$ cat src/common/eth_udp_pkg.sv
/*
 * Shared types for the UDP packet control logic
 * MAC, IPv4, port and length types plus the UDP header size
 */
`default_nettype none

package eth_udp_pkg;

  // Link and network layer addresses
  typedef logic [47:0] mac_addr_t;
  typedef logic [31:0] ipv4_addr_t;

  // UDP header fields
  typedef logic [15:0] udp_port_t;
  typedef logic [15:0] udp_len_t;

  // UDP header bytes added to the payload length on send
  localparam udp_len_t UDP_HDR_BYTES = 16'd8;

endpackage

`default_nettype wire

$ cat src/common/udp_hdr_if.sv
/*
 * Endpoint fields of one UDP header, with driver and receiver modports
 */
`timescale 1ns/1ps
`default_nettype none

interface udp_hdr_if;

  eth_udp_pkg::mac_addr_t  mac;
  eth_udp_pkg::ipv4_addr_t ip;
  eth_udp_pkg::udp_port_t  src_port;
  eth_udp_pkg::udp_port_t  dst_port;
  eth_udp_pkg::udp_len_t   length;

  // Side that drives the fields
  modport src (
    output mac, ip, src_port, dst_port, length
  );

  modport dst (
    input mac, ip, src_port, dst_port, length
  );

endinterface

`default_nettype wire

$ cat src/hdl/udp_rx_capture.sv
/*
 * Receive header capture, holds the last UDP header seen from the stack
 */
`timescale 1ns/1ps
`default_nettype none

module udp_rx_capture (
  input  logic   i_clk_125MHz,
  input  logic   i_rst_int,
  input  logic   i_hdr_valid,
  udp_hdr_if.dst i_hdr,
  udp_hdr_if.src o_hdr
);

  eth_udp_pkg::mac_addr_t  mac_q;
  eth_udp_pkg::ipv4_addr_t ip_q;
  eth_udp_pkg::udp_port_t  src_port_q;
  eth_udp_pkg::udp_port_t  dst_port_q;
  eth_udp_pkg::udp_len_t   length_q;

  // Load on header valid, hold otherwise
  always_ff @(posedge i_clk_125MHz) begin
    if (i_rst_int) begin
      mac_q      <= '0;
      ip_q       <= '0;
      src_port_q <= '0;
      dst_port_q <= '0;
      length_q   <= '0;
    end else if (i_hdr_valid) begin
      mac_q      <= i_hdr.mac;
      ip_q       <= i_hdr.ip;
      src_port_q <= i_hdr.src_port;
      dst_port_q <= i_hdr.dst_port;
      length_q   <= i_hdr.length;
    end
  end

  // Held fields for the CSR side
  assign o_hdr.mac      = mac_q;
  assign o_hdr.ip       = ip_q;
  assign o_hdr.src_port = src_port_q;
  assign o_hdr.dst_port = dst_port_q;
  assign o_hdr.length   = length_q;

  // Captured header only changes after a new valid
  a_hold_without_valid : assert property (
    @(posedge i_clk_125MHz) disable iff (i_rst_int)
    (!i_rst_int && !i_hdr_valid) |=>
      $stable({mac_q, ip_q, src_port_q, dst_port_q, length_q})
  );

endmodule

`default_nettype wire

$ cat src/hdl/udp_tx_request.sv
/*
 * Send request, header valid held until the stack takes it
 * Also drives the outbound FIFO start and both lengths
 */
`timescale 1ns/1ps
`default_nettype none

module udp_tx_request (
  input  logic                    i_clk_125MHz,
  input  logic                    i_rst_int,
  input  logic                    i_send_pkt,
  udp_hdr_if.dst                  i_send,
  input  logic                    i_hdr_ready,
  output logic                    o_hdr_valid,
  output eth_udp_pkg::mac_addr_t  o_dest_mac,
  output eth_udp_pkg::ipv4_addr_t o_dest_ip,
  output eth_udp_pkg::udp_port_t  o_src_port,
  output eth_udp_pkg::udp_port_t  o_dst_port,
  output eth_udp_pkg::udp_len_t   o_udp_length,
  output logic                    o_fifo_start,
  output eth_udp_pkg::udp_len_t   o_fifo_length
);

  logic req_pend;
  logic req_pend_next;

  // Pending request drops once the stack has seen ready
  always_comb begin
    req_pend_next = req_pend;
    if (req_pend) begin
      req_pend_next = !i_hdr_ready;
    end else if (i_send_pkt) begin
      req_pend_next = 1'b1;
    end
  end

  always_ff @(posedge i_clk_125MHz) begin
    if (i_rst_int) begin
      req_pend <= 1'b0;
    end else begin
      req_pend <= req_pend_next;
    end
  end

  assign o_hdr_valid  = req_pend;
  assign o_fifo_start = req_pend;

  assign o_dest_mac = i_send.mac;
  assign o_dest_ip  = i_send.ip;
  assign o_src_port = i_send.src_port;
  assign o_dst_port = i_send.dst_port;

  // Stack wants the length with the UDP header included
  assign o_fifo_length = i_send.length;
  assign o_udp_length  = i_send.length + eth_udp_pkg::UDP_HDR_BYTES;

  a_valid_until_ready : assert property (
    @(posedge i_clk_125MHz) disable iff (i_rst_int)
    (o_hdr_valid && !i_hdr_ready) |=> o_hdr_valid
  );

  // Destination and ports must not move under a pending header
  a_fields_stable : assert property (
    @(posedge i_clk_125MHz) disable iff (i_rst_int)
    (o_hdr_valid && !i_hdr_ready) |=>
      $stable({o_dest_mac, o_dest_ip, o_src_port, o_dst_port})
  );

endmodule

`default_nettype wire

$ cat src/hdl/pkt_irq_ctrl.sv
/*
 * Packet received and packet sent interrupt flags
 */
`timescale 1ns/1ps
`default_nettype none

module pkt_irq_ctrl (
  input  logic i_clk_125MHz,
  input  logic i_rst_int,
  input  logic i_rx_done,
  input  logic i_tx_done,
  input  logic i_clear_irq,
  output logic o_pkt_recv,
  output logic o_pkt_sent
);

  logic irq_rx;
  logic irq_tx;

  // Clear beats a done pulse in the same cycle
  always_ff @(posedge i_clk_125MHz) begin
    if (i_rst_int) begin
      irq_rx <= 1'b0;
      irq_tx <= 1'b0;
    end else if (i_clear_irq) begin
      irq_rx <= 1'b0;
      irq_tx <= 1'b0;
    end else begin
      if (i_rx_done) begin
        irq_rx <= 1'b1;
      end
      if (i_tx_done) begin
        irq_tx <= 1'b1;
      end
    end
  end

  assign o_pkt_recv = irq_rx;
  assign o_pkt_sent = irq_tx;

  a_clear_wins : assert property (
    @(posedge i_clk_125MHz) disable iff (i_rst_int)
    i_clear_irq |=> (!o_pkt_recv && !o_pkt_sent)
  );

endmodule

`default_nettype wire

$ cat src/hdl/udp_pkt_ctrl.sv
/*
 * UDP packet control top level
 * Receive capture, send request and interrupt flags
 */
`timescale 1ns/1ps
`default_nettype none

module udp_pkt_ctrl (
  input  logic                    i_clk_125MHz,
  input  logic                    i_rst_int,
  // Received header from the stack
  input  logic                    i_rx_hdr_valid,
  input  eth_udp_pkg::mac_addr_t  i_rx_mac,
  input  eth_udp_pkg::ipv4_addr_t i_rx_ip,
  input  eth_udp_pkg::udp_port_t  i_rx_src_port,
  input  eth_udp_pkg::udp_port_t  i_rx_dst_port,
  input  eth_udp_pkg::udp_len_t   i_rx_length,
  // Send command and fields from the CSR side
  input  logic                    i_send_pkt,
  input  eth_udp_pkg::mac_addr_t  i_send_mac,
  input  eth_udp_pkg::ipv4_addr_t i_send_ip,
  input  eth_udp_pkg::udp_port_t  i_send_src_port,
  input  eth_udp_pkg::udp_port_t  i_send_dst_port,
  input  eth_udp_pkg::udp_len_t   i_send_length,
  input  logic                    i_tx_hdr_ready,
  input  logic                    i_rx_fifo_done,
  input  logic                    i_tx_fifo_done,
  input  logic                    i_clear_irq,
  // Held receive header
  output eth_udp_pkg::mac_addr_t  o_recv_mac,
  output eth_udp_pkg::ipv4_addr_t o_recv_ip,
  output eth_udp_pkg::udp_port_t  o_recv_src_port,
  output eth_udp_pkg::udp_port_t  o_recv_dst_port,
  output eth_udp_pkg::udp_len_t   o_recv_length,
  // Stack side of the send header
  output logic                    o_tx_hdr_valid,
  output eth_udp_pkg::mac_addr_t  o_tx_dest_mac,
  output eth_udp_pkg::ipv4_addr_t o_tx_dest_ip,
  output eth_udp_pkg::udp_port_t  o_tx_src_port,
  output eth_udp_pkg::udp_port_t  o_tx_dst_port,
  output eth_udp_pkg::udp_len_t   o_tx_udp_length,
  output logic                    o_tx_fifo_start,
  output eth_udp_pkg::udp_len_t   o_tx_fifo_length,
  // Interrupts
  output logic                    o_pkt_recv,
  output logic                    o_pkt_sent
);

  udp_hdr_if rx_hdr ();
  udp_hdr_if recv_hdr ();
  udp_hdr_if send_hdr ();

  assign rx_hdr.mac      = i_rx_mac;
  assign rx_hdr.ip       = i_rx_ip;
  assign rx_hdr.src_port = i_rx_src_port;
  assign rx_hdr.dst_port = i_rx_dst_port;
  assign rx_hdr.length   = i_rx_length;

  assign send_hdr.mac      = i_send_mac;
  assign send_hdr.ip       = i_send_ip;
  assign send_hdr.src_port = i_send_src_port;
  assign send_hdr.dst_port = i_send_dst_port;
  assign send_hdr.length   = i_send_length;

  assign o_recv_mac      = recv_hdr.mac;
  assign o_recv_ip       = recv_hdr.ip;
  assign o_recv_src_port = recv_hdr.src_port;
  assign o_recv_dst_port = recv_hdr.dst_port;
  assign o_recv_length   = recv_hdr.length;

  udp_rx_capture u_udp_rx_capture (
    .i_clk_125MHz (i_clk_125MHz),
    .i_rst_int    (i_rst_int),
    .i_hdr_valid  (i_rx_hdr_valid),
    .i_hdr        (rx_hdr.dst),
    .o_hdr        (recv_hdr.src)
  );

  udp_tx_request u_udp_tx_request (
    .i_clk_125MHz  (i_clk_125MHz),
    .i_rst_int     (i_rst_int),
    .i_send_pkt    (i_send_pkt),
    .i_send        (send_hdr.dst),
    .i_hdr_ready   (i_tx_hdr_ready),
    .o_hdr_valid   (o_tx_hdr_valid),
    .o_dest_mac    (o_tx_dest_mac),
    .o_dest_ip     (o_tx_dest_ip),
    .o_src_port    (o_tx_src_port),
    .o_dst_port    (o_tx_dst_port),
    .o_udp_length  (o_tx_udp_length),
    .o_fifo_start  (o_tx_fifo_start),
    .o_fifo_length (o_tx_fifo_length)
  );

  pkt_irq_ctrl u_pkt_irq_ctrl (
    .i_clk_125MHz (i_clk_125MHz),
    .i_rst_int    (i_rst_int),
    .i_rx_done    (i_rx_fifo_done),
    .i_tx_done    (i_tx_fifo_done),
    .i_clear_irq  (i_clear_irq),
    .o_pkt_recv   (o_pkt_recv),
    .o_pkt_sent   (o_pkt_sent)
  );

endmodule

`default_nettype wire

$ cat config.mk
export PLATFORM = sky130hd
export DESIGN_NAME = udp_pkt_ctrl
export DESIGN_NICKNAME = d
export VERILOG_FILES = /design/src/common/eth_udp_pkg.sv /design/src/common/udp_hdr_if.sv /design/src/hdl/udp_rx_capture.sv /design/src/hdl/udp_tx_request.sv /design/src/hdl/pkt_irq_ctrl.sv /design/src/hdl/udp_pkt_ctrl.sv
export SDC_FILE = /design/constraint.sdc
export NUM_CORES = 1
export LEC_CHECK = 0
export BUFFER_PORTS_ARGS = -buffer_cell sky130_fd_sc_hd__clkbuf_2
export CAP_MARGIN = 20
export CELL_PAD_IN_SITES_DETAIL_PLACEMENT = 0
export CELL_PAD_IN_SITES_GLOBAL_PLACEMENT = 1
export CORE_AREA = 2 2 211 213
export CTS_CLUSTER_SIZE = 40
export DETAILED_ROUTE_END_ITERATION = 7
export DIE_AREA = 0 0 213 215
export GPL_TIMING_DRIVEN = 0
export PLACE_DENSITY = 0.55
export SLEW_MARGIN = 20
export SYNTH_ARGS = -nofsm -noshare
export SYNTH_HDL_FRONTEND = slang
export SYNTH_HIERARCHICAL = 1
export SYNTH_SLANG_ARGS = --single-unit
$ cat constraint.sdc
create_clock -name i_clk_125MHz -period 1.8 [get_ports i_clk_125MHz]
set_clock_uncertainty 0.2 [all_clocks]
set_input_delay 0.27 -clock i_clk_125MHz [delete_from_list [all_inputs] [get_ports i_clk_125MHz]]
set_output_delay 0.27 -clock i_clk_125MHz [all_outputs]
set_load 0.01 [all_outputs]
-- Word-level counts from Yosys, hierarchy flattened
Index checks and enable logic that the tools add are counted.
- add/subtract/negate cells: 1
- multiplexer cells: 2
- reduce and logical (&&, ||, !) cells: 2
- operators with widths (cell ; number):
    adder 16 x 4 -> 16 bit, second input constant ; 1
    two-way mux 1 bit ; 2
    OR reduction 2 bit ; 1
    logical NOT 1 bit ; 1
- bits in registers: 131

-- Longest topological paths before layout
Gate-level depths: netlist (run 1).
- depth in word-level cells: 2
- depth in mapped cells: 4
- mapped depth without buffers: 4

-- Modules after synthesis
The synthesis (run 1) kept the hierarchy.
- by module, submodules not included (module ; instances ; cells an instance ; area an instance (um^2)):
    udp_rx_capture ; 1 ; 412 ; 4652.0
    udp_tx_request ; 1 ; 169 ; 1247.4
    pkt_irq_ctrl ; 1 ; 6 ; 57.6

-- Worst setup path before layout (run 1)
Ideal clock, no wire load.
- kind: input to output
- from: input port i_send_length[3]
- to: output port o_tx_udp_length[15]
- arrival: 1.147 ns
- data required time: 1.330 ns
- path slack: 0.183 ns
- stages on the path: 4
- buffers on the path: 0
- path through: ha_1 nand4_2 nor4_2 xor2_1
- longest elaborated chain between the ends: 1
- ends and longest elaborated chain (element ; RTL line ; RTL):
    start, declared ; udp_pkt_ctrl.sv:24 ; input eth_udp_pkg::udp_len_t i_send_length,
    adder 16 x 4 -> 16 bit ; udp_tx_request.sv:55 ; assign o_udp_length = i_send.length + eth_udp_pkg::UDP_HDR_BYTES;
    end, declared ; udp_pkt_ctrl.sv:41 ; output eth_udp_pkg::udp_len_t o_tx_udp_length,
Every way passes these cells.

-- Worst setup path in the final report (run 1)
- from: input port i_send_length[10]
- to: output port o_tx_udp_length[14]
Same word-level chain as after synthesis.

==> results.json, run 1 <==
{
  "clock_latency_ps": 420,
  "required_ps": 1330,
  "antenna_cells": 0,
  "tightest_slew_ps": 787,
  "antenna_found_initial": 0,
  "path_clk_slew_ps": 60,
  "grt_max_degree": 17,
  "finalHoldViolCount": 0,
  "gr-total-overflow": 0,
  "p_per_area_mw_per_mm2": 755,
  "synth_fp_nets": 852,
  "antenna_left": 0,
  "setup_viol": 0,
  "synth.distinct_cells": 18,
  "synth_cells": 587,
  "routabilityCongestion": 0.697,
  "io_pins": 540,
  "synthesis.area_sq_mm": 0.00596,
  "cts_tree": "built",
  "grt_pass1_vias": 5832,
  "timing.fmax_mhz": 577,
  "drc": 0,
  "crit_fanout": 5,
  "synth_seq_area_share_pct": 44.0,
  "dp_cells": 1602,
  "cp.arrival_ps": 1260,
  "drv_slew": 0,
  "die_y_microns": 215,
  "ys.flop_type": "dfxtp_1",
  "startpoint_type": "input pin",
  "critical_path_class": "in2out",
  "synth_edf_count": 0,
  "dr.pass1.iters": 4,
  "hold_path.class": "in2reg",
  "rows": 77,
  "maxCapViolCount": 0,
  "cts_made_buffers": 17,
  "fill_cells": 4752,
  "nets": 1442,
  "globalRouteTotalUtil_pct": 8.73,
  "htreeDepth": 4,
  "period_share_pct": 96.3,
  "wl_per_cell_microns": 11.7,
  "synth_area_leaders": "dfxtp_1, mux2i_1, buf_4",
  "root_buffer": "clkbuf_16",
  "finalInstanceArea_sq_mm": 0.0109,
  "power.leakage_nw": 5.69,
  "synth_warnings": 6,
  "grt_pass1_wl_mm": 30.3,
  "clock_path_buffers": 2,
  "synthTopCellsByCount": "nor2_1, buf_4, dfxtp_1",
  "die_w_microns": 213,
  "status": "finished, final reports clean",
  "fin_cells": 1782,
  "ys_seq_elements": 131,
  "dieArea_sq_mm": 0.0458,
  "fin_crit_ps": 1730,
  "fp.coreArea_sq_mm": 0.0436,
  "synth.top_cell.area_share_pct": 44.0,
  "async_reset_ff_share_pct": 0,
  "yosysMostFrequentCell": "nor2_1",
  "setup.worst_path.end_class": "output port",
  "initial_core_util_pct": 13.6,
  "clock_sinks": 131,
  "ir_drop_v": 0.000410,
  "area_growth_pct": 83.5,
  "wirelength_mm": 20.8,
  "synth_top_area_cell": "dfxtp_1",
  "utilization_pct": 25.0,
  "viasPerCell": 3.30,
  "dpl_cell_area_sq_mm": 0.00881,
  "place_hpwl_mm": 15.9,
  "numPortBuffers": 423,
  "vias": 5873,
  "syn_area_per_cell_sq_um": 10.1,
  "slew_headroom_pct": 47.5,
  "initialDrtViolationCount": 143,
  "drive_gt1_share_pct": 51.8
}
## sequential cells by signal, summed over array words and instances, names as in the netlist
signal and flops:
u_udp_rx_capture/o_hdr.mac 48, u_udp_rx_capture/o_hdr.dst_port 16, u_udp_rx_capture/o_hdr.length 16, u_udp_rx_capture/o_hdr.ip 32, u_udp_tx_request/o_fifo_start 1, u_udp_rx_capture/o_hdr.src_port 16
u_pkt_irq_ctrl/o_pkt_sent 1, u_pkt_irq_ctrl/o_pkt_recv 1
## final cells by class
type	instances	area, sq um	area share, %
Buffer	160	1320	12.1
Clock buffer	17	425	3.89
Clock inverter	15	134	1.22
Inverter	5	18.8	0.172
Multi-Input combinational cell	291	2070	18.9
Sequential cell	131	2620	24.0
Tap cell	592	741	6.78
Timing Repair Buffer	571	3600	33.0
## through the flow
stage | hold slack [ps] | worst slack (ps) | TNS, ps | power [mW]
finish | 149 | 66.4 | 0 | 8.25
CTS | 113 | 7.70 | 0 | 8.46
global placement | 271 | -303 | -11270 | 4.68
detailed placement | 280 | -390 | -8810 | 4.69
floorplan | 142 | 183 | 0 | 4.04
global route | 133 | -22.1 | -34.3 | 8.75
## worst max-delay path, cell delays in order
cell      delay, ps
clkbuf_2        130
nand3_2         220
nor4_4          330
xnor2_1         150
clkbuf_2        160
## path summary, 6_finish.rpt
kind              cells past startpoint  slack, ps                                from                                 end
setup / recovery                      5         70                   i_send_length[10]                 o_tx_udp_length[14]
hold / removal                        4        150                      i_rx_hdr_valid      u_udp_rx_capture/o_hdr.mac[31]
setup reg to reg                      3        280       u_udp_tx_request/o_fifo_start       u_udp_tx_request/o_fifo_start
hold reg to reg                       2        290  u_udp_rx_capture/o_hdr.src_port[0]  u_udp_rx_capture/o_hdr.src_port[0]
## cells by family (layout without fill, tap and decap cells)
| group | after synthesis | in the layout | synth area share (%) |
|---|---|---|---|
| flops | 131 | 131 | 44.0 |
| mux | 129 | 129 | 21.7 |
| fa+ha+maj | 1 | 1 | 0.210 |
| simple gates | 150 | 150 | 10.0 |
| buf+inv | 165 | 768 | 22.5 |
| xor+xnor | 11 | 11 | 1.62 |
## timing repair
action | CTS | global route
setup endpoints to repair | 3 | 4
hold buffers | 143 | 0
pin swaps | 1 | 5
endpoints found under the hold margin | 131 | 0
buffers inserted | 0 | 5
gates resized for setup | 8 | 14
## cells in the final DEF, fill, tap and decap left out, types with 3 or more instances in the layout
cell type / instances
buf_2: 5
inv_1: 5
nor2_1: 134
mux2i_1: 129
nor3_1: 3
dlygate4sd3_1: 143
clkbuf_2: 419
clkinvlp_4: 3
xor2_1: 6
clkinv_4: 4
xnor2_1: 5
nand3_1: 4
clkbuf_1: 11
buf_12: 13
buf_4: 137
inv_6: 3
clkbuf_16: 17
clkinv_2: 4
dfxtp_1: 131
## per-layer routing
layer,global-route usage (%),share of wire (%),vias up
met1,8.95,38,2609
met3,3.48,9.4,13
met4,2.94,1.3,0
li1,-,-,2963
met2,16.0,51,288
met5,0,0,-
## power breakdown
group	leakage (nW)	switching, mW	internal [mW]
Clock	0.270	1.46	1.91
Sequential	1.08	0.0911	3.07
Combinational	4.34	0.737	0.977
Power figures use the tool's default switching activity.
==> run 2: changes to the inputs <==
Settings changed: CORE_AREA 2 2 211 213 to 2 2 209 211, DIE_AREA 0 0 213 215 to 0 0 211 213.
Clock period 1.8 ns to 2.2 ns, I/O delays scaled along.
==> run 2 against run 1 <==
Clock power decreased by 14%. Power decreased by 17%. Critical path depth increased by 1. Global-route usage increased by 0.32 points. Highest routed layer unchanged. Via count decreased by 0.31%. Combinational power decreased by 20%. Non-clock buffer count decreased by 13. Sequential share of layout area increased by 0.50 points.
==> results.json, run 2 (synthesis gave the netlist of run 1 again) <==
{
  "status": "finished, final reports clean",
  "grt_max_degree": 17,
  "dr.pass1.iters": 4,
  "grt_pass1_wl_mm": 31.1,
  "timing.fmax_mhz": 477,
  "die_y_microns": 213,
  "numPortBuffers": 423,
  "antenna_left": 0,
  "initialDrtViolationCount": 160,
  "clock_latency_ps": 420,
  "utilization_pct": 25.1,
  "tightest_slew_ps": 571,
  "antenna_cells": 0,
  "fill_cells": 4662,
  "post_cts_resized": 0,
  "place_hpwl_mm": 16.2,
  "most-common-layout-cells": "clkbuf_2, dlygate4sd3_1, nor2_1",
  "cts_setup_buffers": 0,
  "antenna_found_initial": 0,
  "path_clk_slew_ps": 60,
  "crit_path_top_delay_cell": "dlygate4sd3_1",
  "htreeDepth": 4,
  "clock_sinks": 131,
  "crit_chain": "dlygate4sd3_1, clkbuf_2, mux2i_1, dlygate4sd3_1, nor2_1, dlygate4sd3_1",
  "drive_gt1_share_pct": 51.4,
  "period_share_pct": 95.3,
  "grt_pass1_vias": 5925,
  "fin_cells": 1722,
  "finalHoldViolCount": 0,
  "routabilityCongestion": 0.699,
  "slew_headroom_pct": 61.9,
  "crit_fanout": 1,
  "critical-path-top-delay-family": "buffers and inverters",
  "hold_path.class": "in2reg",
  "path_buf_inv": 4,
  "cts_tree": "built",
  "rows": 76,
  "startpoint_type": "input pin",
  "fin_crit_ps": 2100,
  "area_growth_pct": 79.7,
  "io_pins": 540,
  "vias": 5855,
  "critical_path_class": "in2reg",
  "layout_commonest_cell": "clkbuf_2",
  "setup.worst_path.end_class": "flip-flop",
  "initial_core_util_pct": 14.0,
  "crit_cells": 6,
  "viasPerCell": 3.40,
  "ir_drop_v": 0.000371,
  "max_stage_delay_ps": 560,
  "power.leakage_nw": 5.62,
  "worst_path_most_repeated_cell": "dlygate4sd3_1",
  "dp_cells": 1556,
  "fp.coreArea_sq_mm": 0.0427,
  "drv_slew": 0,
  "dpl_cell_area_sq_mm": 0.00876,
  "total_power_mw": 6.86,
  "die_w_microns": 211,
  "wirelength_mm": 20.9,
  "cp.arrival_ps": 2210,
  "gr-total-overflow": 0,
  "required_ps": 2310,
  "maxCapViolCount": 0,
  "cts_made_buffers": 17,
  "finalInstanceArea_sq_mm": 0.0107,
  "drc": 0,
  "clock_path_buffers": 2,
  "root_buffer": "clkbuf_16",
  "globalRouteTotalUtil_pct": 9.05,
  "largest_register_ffs": 48,
  "p_per_area_mw_per_mm2": 641,
  "tns_ps": 0,
  "wl_per_cell_microns": 12.1,
  "rsz0062_at_grt": "false",
  "hold_depth": 3,
  "rr_worst_depth": 4,
  "setup_viol": 0,
  "nets": 1429,
  "dieArea_sq_mm": 0.0449
}
[run 2: changes by cell type in the layout (fill, tap and decap cells not counted), moves of 2 or more]
cell           previous run  this run
buf_2                     5         3
buf_4                   137       132
clkbuf_2                419       423
clkbuf_8                  0         3
clkinv_2                  4         1
clkinv_4                  4         2
clkinvlp_4                3         5
dlygate4sd3_1           143       135
inv_6                     3         1
nor4_1                    0         2
nor4_4                    2         0
[run 2: through the flow]
step,worst slack [ps],hold slack (ps)
after floorplan,463,202
after global placement,100,272
after detailed placement,89.0,280
after CTS,85.9,33.1
after global routing,14.4,64.7
final,104,71.9
[run 2: repair_timing]
action / 4_1_cts / 5_1_grt
hold endpoints to repair: 131 / 0
hold buffers: 135 / 0
endpoints found under the setup margin: 0 / 0
[run 2: worst min-delay path: cells and delay by family]
family	cells	cell delay [ps]
buffers and inverters	1	160
and+or+nand+nor	1	70
muxes	1	90
[run 2: where the power goes]
group          internal, mW  leakage [nW]  switching [mW]
combinational         0.776          4.26           0.591
clock                  1.76         0.277            1.15
sequential             2.52          1.08          0.0742
[run 2: final timing paths]
path | startpoint | to | slack (ps)
max | i_send_pkt | u_udp_tx_request/o_fifo_start | 100
min | i_rx_hdr_valid | u_udp_rx_capture/o_hdr.length[1] | 70
max reg2reg | u_udp_tx_request/o_fifo_start | u_udp_tx_request/o_fifo_start | 200
min reg2reg | u_udp_rx_capture/o_hdr.ip[21] | u_udp_rx_capture/o_hdr.ip[21] | 290
[run 2: final cells by class]
type                            count  area (sq um)  area share, %
Buffer                            160          1320           12.3
Inverter                            5          18.8          0.175
Multi-Input combinational cell    291          2000           18.7
Tap cell                          546           683           6.38
Clock buffer                       20           467           4.36
Timing Repair Buffer              558          3470           32.4
Sequential cell                   131          2620           24.5
Clock inverter                     11           129           1.20
[run 2: routing by layer]
layer	track usage, %	wire length (microns)	up-vias
met5	0	0	-
met4	3.08	283	0
met3	3.34	1660	15
met2	16.7	11000	268
met1	9.39	7980	2638
li1	-	-	2934
